[config.mk]
export PLATFORM = sky130hd
export DESIGN_NAME = video_stream_out
export DESIGN_NICKNAME = d
export VERILOG_FILES = /design/src/design/video_pkg.sv /design/src/design/video_stream_out.sv
export SDC_FILE = /design/constraint.sdc
export NUM_CORES = 1
export LEC_CHECK = 0
export BUFFER_PORTS_ARGS = -buffer_cell sky130_fd_sc_hd__buf_2
export CORE_MARGIN = 2
export CORE_UTILIZATION = 30
export DETAILED_ROUTE_END_ITERATION = 12
export SYNTH_ARGS = -nofsm -noshare
export SYNTH_HDL_FRONTEND = slang
export SYNTH_SLANG_ARGS = --single-unit
[constraint.sdc]
create_clock -name iCLK -period 5.13 [get_ports iCLK]
set_input_delay 0.7695 -clock iCLK [delete_from_list [all_inputs] [get_ports iCLK]]
set_output_delay 0.7695 -clock iCLK [all_outputs]
set_load 0.005 [all_outputs]
[src/design/video_pkg.sv]
package video_pkg;

	// ======================================================================
	// Frame geometry
	// ======================================================================

	// Default VGA frame size
	localparam int FRAME_W_DEFAULT = 640;
	localparam int FRAME_H_DEFAULT = 480;

	// Pixel address, enough for 640 x 480
	localparam int ADDR_W = 19;

	// Solver number width
	localparam int SOLVER_W = 6;

	// ======================================================================
	// Pixel colours
	// ======================================================================

	// Odd solvers
	localparam logic [7:0] COLOR_ODD = 8'h1F;
	// Even solvers
	localparam logic [7:0] COLOR_EVEN = 8'h03;

	// ======================================================================
	// Stream beat and frame counter
	// ======================================================================

	// One beat of the pixel stream, 29 bits
	typedef struct packed {
		// Start of packet, first pixel of a frame
		logic              sop;
		// End of packet, last pixel of a frame
		logic              eop;
		// Linear pixel address
		logic [ADDR_W-1:0] addr;
		// Colour byte
		logic [7:0]        color;
	} pixel_beat_t;

	// Completed frames, four hex digits
	localparam int FRAME_COUNT_W = 16;

endpackage

[src/design/video_stream_out.sv]
`timescale 1ns/1ns

module video_stream_out import video_pkg::*; (
	input  logic                     iCLK,
	input  logic                     rst,
	input  logic                     empty,
	input  pixel_beat_t              rd_beat,
	output logic                     rd_en,
	input  logic                     ready,
	output logic                     valid,
	output logic                     sop,
	output logic                     eop,
	output logic [7:0]               data,
	output logic [ADDR_W-1:0]        addr,
	output logic [FRAME_COUNT_W-1:0] frame_count
);

	// Beat handed to the sink this cycle
	logic accept;
	// Output slot free or draining
	logic slot_free;
	// Refill from the buffer
	logic load;

	assign accept    = valid & ready;
	assign slot_free = ~valid | ready;
	assign load      = slot_free & ~empty;

	// Pop in the same cycle the slot loads
	assign rd_en = load;

	// ======================================================================
	// Output register, control part
	// ======================================================================
	always_ff @(posedge iCLK) begin
		if (rst) begin
			valid <= 1'b0;
			sop   <= 1'b0;
			eop   <= 1'b0;
		end else if (load) begin
			valid <= 1'b1;
			sop   <= rd_beat.sop;
			eop   <= rd_beat.eop;
		end else if (accept) begin
			// Slot drained, nothing behind it
			valid <= 1'b0;
			sop   <= 1'b0;
			eop   <= 1'b0;
		end
	end

	// Payload, holds under back-pressure
	always_ff @(posedge iCLK) begin
		if (load) begin
			data <= rd_beat.color;
			addr <= rd_beat.addr;
		end
	end

	// ======================================================================
	// Completed frames
	// ======================================================================
	always_ff @(posedge iCLK) begin
		if (rst)
			frame_count <= '0;
		else if (accept && eop)
			frame_count <= frame_count + 1'b1;
	end

endmodule

==> results.cfg <==
[setup_path]
crit_path_start_kind = input pin
crit_required_ns = 4.36
crit_type = input pin to output pin
cp.arrival_ns = 1.71
cp-end-kind = output pin
crit_fanout = 30

[global_routing]
grt_pass1_wl_um = 5520
grt-ovfl-total = 0
grt_max_degree = 31
grt_use_total_pct = 11.17
grt_pass1_vias = 1209
antenna_found_initial = 0

[sta]
finalSetupViolations = 0
tightest_slew_ns = 0.4166
maxSlewViolCount = 0
fin_setup_tns_ns = 0
timing_hold_violations_final = 0
fin_crit_ns = 2.477
max_slew_margin_pct = 72.23
fin_crit_sh_pct = 48.29
clock.fmax_mhz = 403.7
rsz0062_at_grt = false
finClkSkew_ns = 0.007636

[synthesis]
yosysTopAreaCellShare_pct = 47.61
ys_warn_count = 0
post_synth_instance_area_um2 = 1703
syn_avg_cell_area_um2 = 13.41
synth.distinct_cells = 32
syn_inst = 127
synth_seq_cells = 46
synth_fp_nets = 161
async_flop_share_pct = 0
synth_top_area_cell = edfxtp_1
ys_seq_area_share_pct = 69.95
synth_ff_type = edfxtp_1
yosys.cell_count.top_type = edfxtp_1
netlist_top_cells_count = edfxtp_1, dfxtp_1, nor2_1, xnor2_1
synth_edf_count = 27
synth.area.top_cells = edfxtp_1, dfxtp_1, xnor2_1

[routing]
routedWlPerCell_um = 11.96
drc = 0
num_vias = 1243
drt_iter0_markers = 50
first_pass_iters = 6
ant_nets = 0
vias_per_cell = 4.377
wl_um = 3396

[clock_network]
tritoncts = done
clock_latency_ns = 0.29
cts_hold_buf = 0
htree_levels = 2
cts_setup_buffers = 0
clock_sinks = 46
path_clk_slew_ns = 0.09
clk_path_buf_depth = 2
cts_resized = 0
cts_buffers = 5
cts_root_buffer = clkbuf_8

[floorplan]
dieArea_um2 = 6295
coreArea_um2 = 5507
chipWidth_um = 79.34
fp.dieH_um = 79.34
pin_count = 80
rows = 27
start_util_pct = 30.92

[flow_run]
cap_violations = 0

[placement]
port-buffer-count = 79
routabilityCongestion = 0.7288
postPlaceCellArea_um2 = 2181
dp_hpwl_um = 2543

[layout]
area_growth_pct = 34.53
drive_gt1_share_pct = 45.28
antenna_cells = 0
final_area_um2 = 2291
fin_nets = 245

[power]
ir_drop_mv = 0.09806
powerDensity_nw_per_um2 = 311.9
p_leak_nw = 0.9730

[min_path]
hold_path.class = register to register

[outcome]
status = complete, no violations
[final timing paths]
path,startpoint,end,slack [ns],depth (start not counted)
max reg2reg,frame_count[0],frame_count[14],3.37,5
min reg2reg,frame_count[1],frame_count[1],0.51,2
min,frame_count[1],frame_count[1],0.51,2
max,ready,rd_en,2.65,5
[layout make-up]
class                      instances  area (µm²)
fill                             532        3216
sequential                        46        1191
multi-input combinational         72       474.2
timing repair buffer              80       402.9
tap                               72       90.09
clock buffer                       6       72.57
clock inverter                     2       37.54
inverter                           6       22.52
[cell usage in the layout (no fill, tap or decap), types with 3 or more instances in the layout]
cell type	instances
nor2_1	16
buf_2	79
clkbuf_8	5
a21oi_1	5
nand2_1	5
nor3_1	5
inv_1	6
xnor2_1	8
edfxtp_1	27
nand4_1	6
dfxtp_1	19
nand3_1	3
[state kept, by name, indices dropped and copies added (netlist names)]
register and cells:
addr 19, frame_count 16, data 8, eop 1, sop 1, valid 1
[metal layers]
layer	vias to the layer above	wire length, µm	global-route usage [%]
met5	-	0	0
met4	0	17	4.655
met3	2	319	3.068
met2	60	1531	18.47
met1	553	1528	13.72
li1	628	-	-
[critical path: stages]
cell and delay, ns:
buf_2 0.12, or2b_1 0.24, and2_1 0.16, buf_4 0.23
buf_2 0.17
[metrics by stage]
stage / util [%] / total power [mW] / setup slack, ns / hold WS, ns / cells
floorplan: - / 0.4325 / 2.730 / 0.4800 / 127
global placement: 39.60 / 0.4606 / 2.664 / 0.4830 / 276
detailed placement: 39.60 / 0.4611 / 2.651 / 0.4969 / 276
CTS: 41.60 / 0.7264 / 2.651 / 0.5110 / 284
global route: 41.60 / 0.7480 / 2.597 / 0.5535 / 284
finish: 41.60 / 0.7145 / 2.653 / 0.5077 / 284
[where the power goes]
part	switching, mW	internal (mW)
clock network	0.118	0.145
logic	0.0204	0.0202
registers	0.00398	0.407
[logic make-up after synthesis]
logic type	after synthesis	share of synthesized area (%)
simple gates	47	16.31
flops	46	69.95
compound gates	14	5.511
xor+xnor	9	4.629
buf+inv	9	2.204
mux	1	0.6612
fa+ha+maj	1	0.7346
No activity file was read; power rests on OpenSTA's default activity.
