### src/design/video_pkg.sv
package video_pkg;

	// ======================================================================
	// Frame geometry
	// ======================================================================

	// Default VGA frame size
	localparam int FRAME_W_DEFAULT = 640;
	localparam int FRAME_H_DEFAULT = 480;

	// Pixel address, enough for 640 x 480
	localparam int ADDR_W = 19;

	// Solver number width
	localparam int SOLVER_W = 6;

	// ======================================================================
	// Pixel colours
	// ======================================================================

	// Odd solvers
	localparam logic [7:0] COLOR_ODD = 8'h1F;
	// Even solvers
	localparam logic [7:0] COLOR_EVEN = 8'h03;

	// ======================================================================
	// Stream beat and frame counter
	// ======================================================================

	// One beat of the pixel stream, 29 bits
	typedef struct packed {
		// Start of packet, first pixel of a frame
		logic              sop;
		// End of packet, last pixel of a frame
		logic              eop;
		// Linear pixel address
		logic [ADDR_W-1:0] addr;
		// Colour byte
		logic [7:0]        color;
	} pixel_beat_t;

	// Completed frames, four hex digits
	localparam int FRAME_COUNT_W = 16;

endpackage

### src/design/hex_display.sv
`timescale 1ns/1ns

module hex_display import video_pkg::*; (
	input  logic [FRAME_COUNT_W-1:0] frame_count,
	output logic [6:0]               hex0,
	output logic [6:0]               hex1,
	output logic [6:0]               hex2,
	output logic [6:0]               hex3
);

	// Hex font, segment a in bit 0, active low
	function automatic logic [6:0] seg_decode(input logic [3:0] nibble);
		logic [6:0] on;
		case (nibble)
			4'h0: on = 7'h3F;
			4'h1: on = 7'h06;
			4'h2: on = 7'h5B;
			4'h3: on = 7'h4F;
			4'h4: on = 7'h66;
			4'h5: on = 7'h6D;
			4'h6: on = 7'h7D;
			4'h7: on = 7'h07;
			4'h8: on = 7'h7F;
			4'h9: on = 7'h6F;
			4'hA: on = 7'h77;
			4'hB: on = 7'h7C;
			4'hC: on = 7'h39;
			4'hD: on = 7'h5E;
			4'hE: on = 7'h79;
			default: on = 7'h71;
		endcase
		// Segments light on a low level
		return ~on;
	endfunction

	// Lowest nibble on hex0
	always_comb begin
		hex0 = seg_decode(frame_count[3:0]);
		hex1 = seg_decode(frame_count[7:4]);
		hex2 = seg_decode(frame_count[11:8]);
		hex3 = seg_decode(frame_count[15:12]);
	end

endmodule

### config.mk
export PLATFORM = sky130hd
export DESIGN_NAME = hex_display
export DESIGN_NICKNAME = d
export VERILOG_FILES = /design/src/design/video_pkg.sv /design/src/design/hex_display.sv
export SDC_FILE = /design/constraint.sdc
export NUM_CORES = 1
export LEC_CHECK = 0
export ABC_CLOCK_PERIOD_IN_PS = 1010
export BUFFER_PORTS_ARGS = -buffer_cell sky130_fd_sc_hd__buf_2
export CAP_MARGIN = 25
export CELL_PAD_IN_SITES_DETAIL_PLACEMENT = 1
export CELL_PAD_IN_SITES_GLOBAL_PLACEMENT = 2
export CORE_ASPECT_RATIO = 0.6
export CORE_MARGIN = 3
export CORE_UTILIZATION = 25
export DETAILED_ROUTE_END_ITERATION = 8
export PLACE_DENSITY_LB_ADDON = 0.1
export SYNTH_ARGS = -nofsm -noshare
export SYNTH_HDL_FRONTEND = slang
export SYNTH_SLANG_ARGS = --single-unit
export TNS_END_PERCENT = 50
### constraint.sdc
create_clock -name vclk -period 1.01
set_clock_uncertainty 0.1 [all_clocks]
set_input_delay 0.0505 -clock vclk [all_inputs]
set_output_delay 0.0505 -clock vclk [all_outputs]
set_load 0.005 [all_outputs]
==> qor.yml <==
outcome:
  violations: "negative setup slack"
  outcome: "complete, but fails checks"
critical_path:
  crit_type: "in -> out"
  cpMaxStageDelayCell: "mux4_2"
  max_stage_delay_ns: 0.45
  start_kind: "input pin"
  crit_arrival_ns: 1.08
  endpoint_kind: "primary output"
  cp_cell_sequence: "buf_12 > clkinv_8 > ha_4 > inv_2 > mux4_2 > buf_2"
  crit_family: "multiplexers"
  path_max_fanout: 4
  cp_data_required_time_ns: 0.86
  cp_num_buf_inv: 4
timing:
  setup_viol: 28
  worst_slew_pin_slew_ns: 0.227
  drv_slew: 0
  maxSlewHeadroom_pct: 84.8
  post-route-period-util_pct: 122
  finalHoldWorstSlack_ns: 0.390
  fmax_mhz: 811
  rsz0062_at_grt: "true"
  fin_tns_setup_ns: -3.16
  hold_violations: 0
  layout_setup_ws_ns: -0.222
  min_period_ns: 1.23
global_route:
  grt_first_pass_wirelength_mm: 6.67
  antenna_found_initial: 0
  overflow: 0
  grt_usage_pct: 17.8
  grt_pass1_vias: 1333
  grt_max_degree: 12
clock_tree:
  hold_buffers: 0
logic_synthesis:
  netlist_instances: 122
  synth_fp_nets: 162
  syn_area_per_cell_um2: 8.21
  synth-compound-area-share_pct: 20.1
  synthAdderAreaFrac_pct: 30.0
  muxShareOfSynthArea_pct: 20.0
  synthSimpleGateAreaFrac_pct: 19.7
  yosysSeqAreaShare_pct: 0
  synth_top_family_by_area: "adder cells"
  ys_types: 22
  synth_xor_xnor_area_share_pct: 0
  ys_warn_count: 0
  synth_area_um2: 1000
place:
  place.gp.congestion: 0.836
  dp_hpwl_mm: 2.73
  io_buffers: 44
final_layout:
  layout-drive-gt1-share_pct: 77.4
  nets: 259
  design.seq.count: 0
  layout.area.seq_um2: 0
  final.clkbuf_count: 0
  synthToLayoutAreaGrowth_pct: 129
  fill_cells: 407
  final_common_cell: "buf_4"
  antennaDiodeCount: 0
  final_cell_mix: "buf_4 (40), buf_2 (33), ha_4 (20)"
drt:
  via_count: 1287
  first_iter_violations: 15
  drt-pass1-iter-count: 3
  detail-route-antenna-nets: 0
  wl_per_cell_um: 16.8
  vias_per_cell: 4.88
  drc: 0
  drt_wl_total_mm: 4.42
power:
  ir_drop_v: 0.000249
  leakage_nw: 1.08
  power_density_nw_per_um2: 428
floorplanning:
  io_pins: 44
  die_height_um: 55.0
  fp.dieW_um: 87.7
  core-area_um2: 3760
  die_area_um2: 4830
  rows: 17
  initial_core_util_pct: 26.6
job:
  maxCapViolations: 0
worst_hold_path:
  hold_class: "in -> out"
-- through the flow --
stage	cells	total power [mW]	util (%)	instance area (µm²)	worst slack, ns
finish	264	0.985	61.1	2300	-0.222
global route	264	1.06	61.1	2300	-0.256
CTS	260	0.901	58.0	2180	-0.202
detailed placement	248	0.636	40.9	1540	-0.345
floorplan	122	0.310	-	995	-0.000124
global placement	248	0.610	40.9	1540	-0.298
-- cells in the mapped netlist --
cell type	n	area [µm²]
a22o_1	7	61.3
a31oi_1	2	12.5
a32o_1	4	40.0
and2_1	2	12.5
buf_2	4	20.0
buf_4	2	15.0
buf_6	2	22.5
ha_1	24	300
inv_1	12	45.0
mux2_1	2	22.5
mux2i_1	8	80.1
mux4_1	2	52.6
mux4_2	2	45.0
nand2_1	9	33.8
nand2b_1	2	12.5
nor2_1	11	41.3
nor2_2	1	6.26
nor2b_1	9	56.3
o21ai_1	6	30.0
o31ai_1	3	22.5
o32ai_1	4	35.0
or3b_1	4	35.0
-- what timing repair did --
item,4_1_cts,5_1_grt
buffers inserted,12,5
gates cloned,0,0
resized for setup,129,22
pin swaps,20,13
endpoints found under the setup margin,28,28
-- where the power goes --
part | switching (mW) | internal (mW)
sequential | 0 | 0
combinational | 0.429 | 0.556
clock | 0 | 0
-- layout make-up --
class	instances	area, µm²	share of cell area, %
multi-input cells	102	1280	55.7
inverters	12	105	4.57
well taps	47	58.8	2.56
repair buffers	103	853	37.1
-- cells by family after synthesis --
family,Yosys count
buffers and inverters,20
multiplexers,14
adder cells (fa/ha/maj),24
AND/OR/NAND/NOR,38
AO/OA/AOI/OAI,26
-- final timing paths --
path / from / to / slack, ns / cells past startpoint
worst max-delay path: frame_count[0] / hex0[3] / -0.22 / 6
worst min-delay path: frame_count[10] / hex2[0] / 0.39 / 3
-- layer usage --
metal  track usage [%]  vias up  share of wire, %
li1                  -      632                 -
met1              22.0      625                45
met2              34.6       26                51
met3              1.78        4               3.5
met4              2.55        0              0.66
met5                 0        -                 0
No activity file was read; power rests on OpenSTA's default activity.
