<file path="config.mk">
export PLATFORM = sky130hd
export DESIGN_NAME = pixel_scan
export DESIGN_NICKNAME = d
export VERILOG_FILES = /design/src/design/video_pkg.sv /design/src/design/pixel_scan.sv
export SDC_FILE = /design/constraint.sdc
export NUM_CORES = 1
export LEC_CHECK = 0
export BUFFER_PORTS_ARGS = -buffer_cell sky130_fd_sc_hd__clkbuf_2
export CORE_ASPECT_RATIO = 2
export CORE_UTILIZATION = 51
export DETAILED_ROUTE_END_ITERATION = 10
export GPL_TIMING_DRIVEN = 0
export PLACE_DENSITY = 0.75
export SYNTH_ARGS = -nofsm -noshare
export SYNTH_HDL_FRONTEND = slang
export SYNTH_SLANG_ARGS = --single-unit
</file>
<file path="constraint.sdc">
create_clock -name iCLK -period 1.9 [get_ports iCLK]
set_clock_uncertainty 0.2 [all_clocks]
set_input_delay 0 -clock iCLK [delete_from_list [all_inputs] [get_ports iCLK]]
set_output_delay 0 -clock iCLK [all_outputs]
set_load 0.005 [all_outputs]
</file>
<file path="src/design/video_pkg.sv">
package video_pkg;

	// ======================================================================
	// Frame geometry
	// ======================================================================

	// Default VGA frame size
	localparam int FRAME_W_DEFAULT = 640;
	localparam int FRAME_H_DEFAULT = 480;

	// Pixel address, enough for 640 x 480
	localparam int ADDR_W = 19;

	// Solver number width
	localparam int SOLVER_W = 6;

	// ======================================================================
	// Pixel colours
	// ======================================================================

	// Odd solvers
	localparam logic [7:0] COLOR_ODD = 8'h1F;
	// Even solvers
	localparam logic [7:0] COLOR_EVEN = 8'h03;

	// ======================================================================
	// Stream beat and frame counter
	// ======================================================================

	// One beat of the pixel stream, 29 bits
	typedef struct packed {
		// Start of packet, first pixel of a frame
		logic              sop;
		// End of packet, last pixel of a frame
		logic              eop;
		// Linear pixel address
		logic [ADDR_W-1:0] addr;
		// Colour byte
		logic [7:0]        color;
	} pixel_beat_t;

	// Completed frames, four hex digits
	localparam int FRAME_COUNT_W = 16;

endpackage

</file>
<file path="src/design/pixel_scan.sv">
`timescale 1ns/1ns

module pixel_scan import video_pkg::*; #(
	parameter int FRAME_W     = FRAME_W_DEFAULT,
	parameter int FRAME_H     = FRAME_H_DEFAULT,
	parameter int NUM_SOLVERS = 2
) (
	input  logic        iCLK,
	input  logic        rst,
	input  logic        full,
	output logic        wr_en,
	output pixel_beat_t wr_beat
);

	// Counter widths
	localparam int X_W = (FRAME_W > 1) ? $clog2(FRAME_W) : 1;
	localparam int Y_W = (FRAME_H > 1) ? $clog2(FRAME_H) : 1;

	// Scan position
	logic [X_W-1:0]      x;
	logic [Y_W-1:0]      y;
	logic [ADDR_W-1:0]   addr;
	logic [SOLVER_W-1:0] solver;

	// Goes high one cycle after reset release
	logic active;

	logic last_x;
	logic last_y;

	assign last_x = (x == X_W'(FRAME_W - 1));
	assign last_y = (y == Y_W'(FRAME_H - 1));

	// Write whenever the buffer has room
	assign wr_en = active & ~full;

	// Beat for the current scan position
	always_comb begin
		wr_beat.sop   = (x == '0) && (y == '0);
		wr_beat.eop   = last_x && last_y;
		wr_beat.addr  = addr;
		// Low bit of solver picks the colour
		wr_beat.color = solver[0] ? COLOR_ODD : COLOR_EVEN;
	end

	// ======================================================================
	// Raster walk
	// ======================================================================
	always_ff @(posedge iCLK) begin
		if (rst) begin
			active <= 1'b0;
			x      <= '0;
			y      <= '0;
			addr   <= '0;
			solver <= '0;
		end else begin
			active <= 1'b1;
			// Position holds while full
			if (wr_en) begin
				if (last_x) begin
					x <= '0;
					if (last_y) begin
						// Frame wraps to pixel 0
						y    <= '0;
						addr <= '0;
					end else begin
						y    <= y + 1'b1;
						addr <= addr + 1'b1;
					end
				end else begin
					x    <= x + 1'b1;
					addr <= addr + 1'b1;
				end
				// Round-robin solver, continues across frames
				if (solver == SOLVER_W'(NUM_SOLVERS - 1))
					solver <= '0;
				else
					solver <= solver + 1'b1;
			end
		end
	end

endmodule

</file>
==> results.sh <==
export IMPL_cts_root_buf="clkbuf_8"
export IMPL_drive_above_1_share_pct=36.7
export IMPL_worst_skew_pair_late_latency_ns=0.30
export IMPL_die_area_um2=4710
export IMPL_synth_cells=258
export IMPL_fill_cells=384
export IMPL_crit_type="flop to flop"
export IMPL_peakVddDrop_uv=644
export IMPL_cp_end_kind="flop"
export IMPL_cts_sinks=45
export IMPL_cp_required_ns=1.88
export IMPL_grt_pass1_vias=1857
export IMPL_rrSetupSlack_ns=-0.08
export IMPL_fp_coreArea_um2=4170
export IMPL_die_h_um=96.1
export IMPL_via_count=2048
export IMPL_fmax_ghz=0.505
export IMPL_path_max_fanout=6
export IMPL_wl_mm=5.17
export IMPL_final_cell_mix="clkbuf_2 (27), dfxtp_1 (24), nor2_1 (23)"
export IMPL_final_hold_viol_count=0
export IMPL_setup_tns_ns=-1.40
export IMPL_num_rows=33
export IMPL_power_frac_comb_pct=6.6
export IMPL_place_worst_setup_slack_ns=-0.188
export IMPL_whs_path_depth=5
export IMPL_area_delta_synth_final_pct=25.7
export IMPL_finalWorstSetupSlack_ns=-0.0788
export IMPL_numCtsBuffers=5
export IMPL_ys_seq_elements=45
export IMPL_ys_top_cells_by_area="dfxtp_1 (40%), xor2_1 (6.6%), nor2_1 (5.2%)"
export IMPL_p_sw_share_pct=21.9
export IMPL_tritoncts="yes"
export IMPL_critPathLaunchType="flop"
export IMPL_io_buffer_count=26
export IMPL_synth_cell_types=41
export IMPL_syn_area_um2=2260
export IMPL_place_congestion=0.806
export IMPL_dpl_hpwl_mm=3.52
export IMPL_overflow=0
export IMPL_r2r_end="y[6]"
export IMPL_arrival_ns=1.96
export IMPL_grtUsageTotal_pct=22.7
export IMPL_p_per_area_nw_per_um2=628
export IMPL_dr_pass1_iters=4
export IMPL_multi_input_area_um2=1320
export IMPL_p_leak_uw=0.00108
export IMPL_via_per_inst=5.64
export IMPL_p_sw_uw=390
export IMPL_antenna_found_initial=0
export IMPL_setup_violations=24
export IMPL_drc_errors=0
export IMPL_clockBufferDepth=2
export IMPL_whs_ns=0.0746
export IMPL_holdPathEnd="x[7]"
export IMPL_seq_area_um2=932
export IMPL_pin_count=33
export IMPL_failed_checks="negative setup slack"
export IMPL_mostFrequentLayoutCell="clkbuf_2"
export IMPL_avgRoutedWirePerCell_um=14.2
export IMPL_period_minus_slack_ns=1.98
export IMPL_drt_iter0_drc=36
export IMPL_syn_avg_cell_area_um2=8.74
export IMPL_grt_max_degree=14
export IMPL_antenna_left=0
export IMPL_start_util_pct=54.1
export IMPL_grt_pass1_wl_mm=8.13
export IMPL_fp_dieW_um=49.0
export IMPL_r2r_start="y[1]"
export IMPL_synth_top_cell_by_area="dfxtp_1"
export IMPL_period_share_pct=104
export IMPL_final_nets=321
export IMPL_p_seq_share_pct=54.1
export IMPL_outcome="complete, but fails checks"
export IMPL_cap_violations=0
export IMPL_min_path_type="input port to flop"
export IMPL_rsz0062_at_grt="yes"
export IMPL_hp_start="full"
export IMPL_startpoint="y[1]"
export IMPL_synth_top_area_share_pct=39.9
export IMPL_clkPwrFrac_pct=39.3
export IMPL_cts_htree_levels=2
export IMPL_antenna_cells=0
export IMPL_p_int_uw=1390
export IMPL_synth_seq_area_share_pct=39.9
export IMPL_slew_violations=0
export IMPL_clk_pin_slew_ns=0.09
export IMPL_ff2ff_path_depth=6
export IMPL_ys_warn_count=0
Yosys cell counts, drive strengths merged:
| master | number |
|---|---|
| a211oi | 1 |
| nand3 | 9 |
| xnor2 | 7 |
| buf | 14 |
| nor4 | 6 |
| nor2 | 31 |
| nand4 | 14 |
| ha | 7 |
| or4 | 10 |
| xor2 | 17 |
| or4b | 1 |
| o311ai | 1 |
| clkbuf | 2 |
| nand3b | 1 |
| inv | 9 |
| o21ai | 7 |
| or2b | 1 |
| nand2 | 21 |
| o22ai | 1 |
| nor3 | 2 |
| mux2i | 2 |
| and2 | 1 |
| conb | 2 |
| or3 | 6 |
| and3 | 2 |
| and4b | 3 |
| o41ai | 1 |
| or2 | 1 |
| nor2b | 2 |
| and4 | 4 |
| nand4b | 1 |
| a21oi | 16 |
| o31ai | 9 |
| dfxtp | 45 |
| and4bb | 1 |
power groups by stage:
stage / clock [µW] / sequential [µW] / combinational (µW)
2_1_floorplan: 0 / 986 / 69.8
3_3_place_gp: 0 / 988 / 95.8
3_5_place_dp: 0 / 988 / 96.9
4_1_cts: 719 / 965 / 114
5_1_grt: 752 / 966 / 134
6_report: 700 / 964 / 117
sequential cells by signal, indices dropped and copies added (netlist names):
register  cells
solver        6
y             9
active        1
addr         19
x            10
critical path, stage by stage, from the launching register on:
cell,delay [ns]
dfxtp_4,0.36
ha_4,0.15
nand4_4,0.11
or4b_4,0.54
o21ai_4,0.27
buf_6,0.18
a21oi_1,0.05
routing by layer:
layer	routed length, µm	up-vias	global-route usage, %	share of wire (%)
met4	174	0	13.2	3.4
met1	1970	972	20.9	38
met2	2900	50	45.9	56
met3	121	14	2.84	2.3
li1	-	1012	-	-
met5	0	-	0	0
final cells by class:
cell class	instances	area share (%)
repair buffers	43	9.35
inverters	9	1.19
clock inverters	2	1.24
well taps	52	2.29
multi-input cells	191	46.4
flip-flops and latches	45	32.9
clock buffers	5	2.43
plain buffers	16	4.23
metrics by stage:
stage	cell area [µm²]	total power, µW	util (%)	cells
6_report	2840	1780	68.0	363
4_1_cts	2760	1800	66.1	359
3_5_place_dp	2470	1090	59.3	339
2_1_floorplan	2280	1060	-	261
3_3_place_gp	2470	1080	59.3	339
5_1_grt	2840	1850	68.0	363
kinds of logic after synthesis:
| kind of cell | Yosys count | synth area share [%] |
|---|---|---|
| xor+xnor | 24 | 9.32 |
| other cells | 2 | 0.333 |
| flops | 45 | 39.9 |
| buf+inv | 25 | 6.38 |
| mux | 2 | 0.887 |
| simple gates | 117 | 29.1 |
| fa+ha+maj | 7 | 3.88 |
| compound gates | 36 | 10.2 |
worst max path at each step:
stage | depth (start not counted) | slack, ns | endpoint
4_1_cts | 6 | -0.12 | addr[17]
3_5_place_dp | 6 | -0.19 | addr[15]
6_report | 6 | -0.08 | y[6]
3_3_place_gp | 6 | -0.16 | y[3]
5_1_grt | 6 | -0.14 | y[6]
2_1_floorplan | 6 | 0.007 | y[7]
repair_timing:
item                       in CTS  in global routing
cloned                          2                  1
hold endpoints to repair        8                  0
hold buffers                    1                  0
gates resized for setup        26                 27
pin swaps                      10                 10
buffers inserted               10                  3
setup endpoints to repair      27                 27
Note: power is estimated with default switching activity, not from simulation.
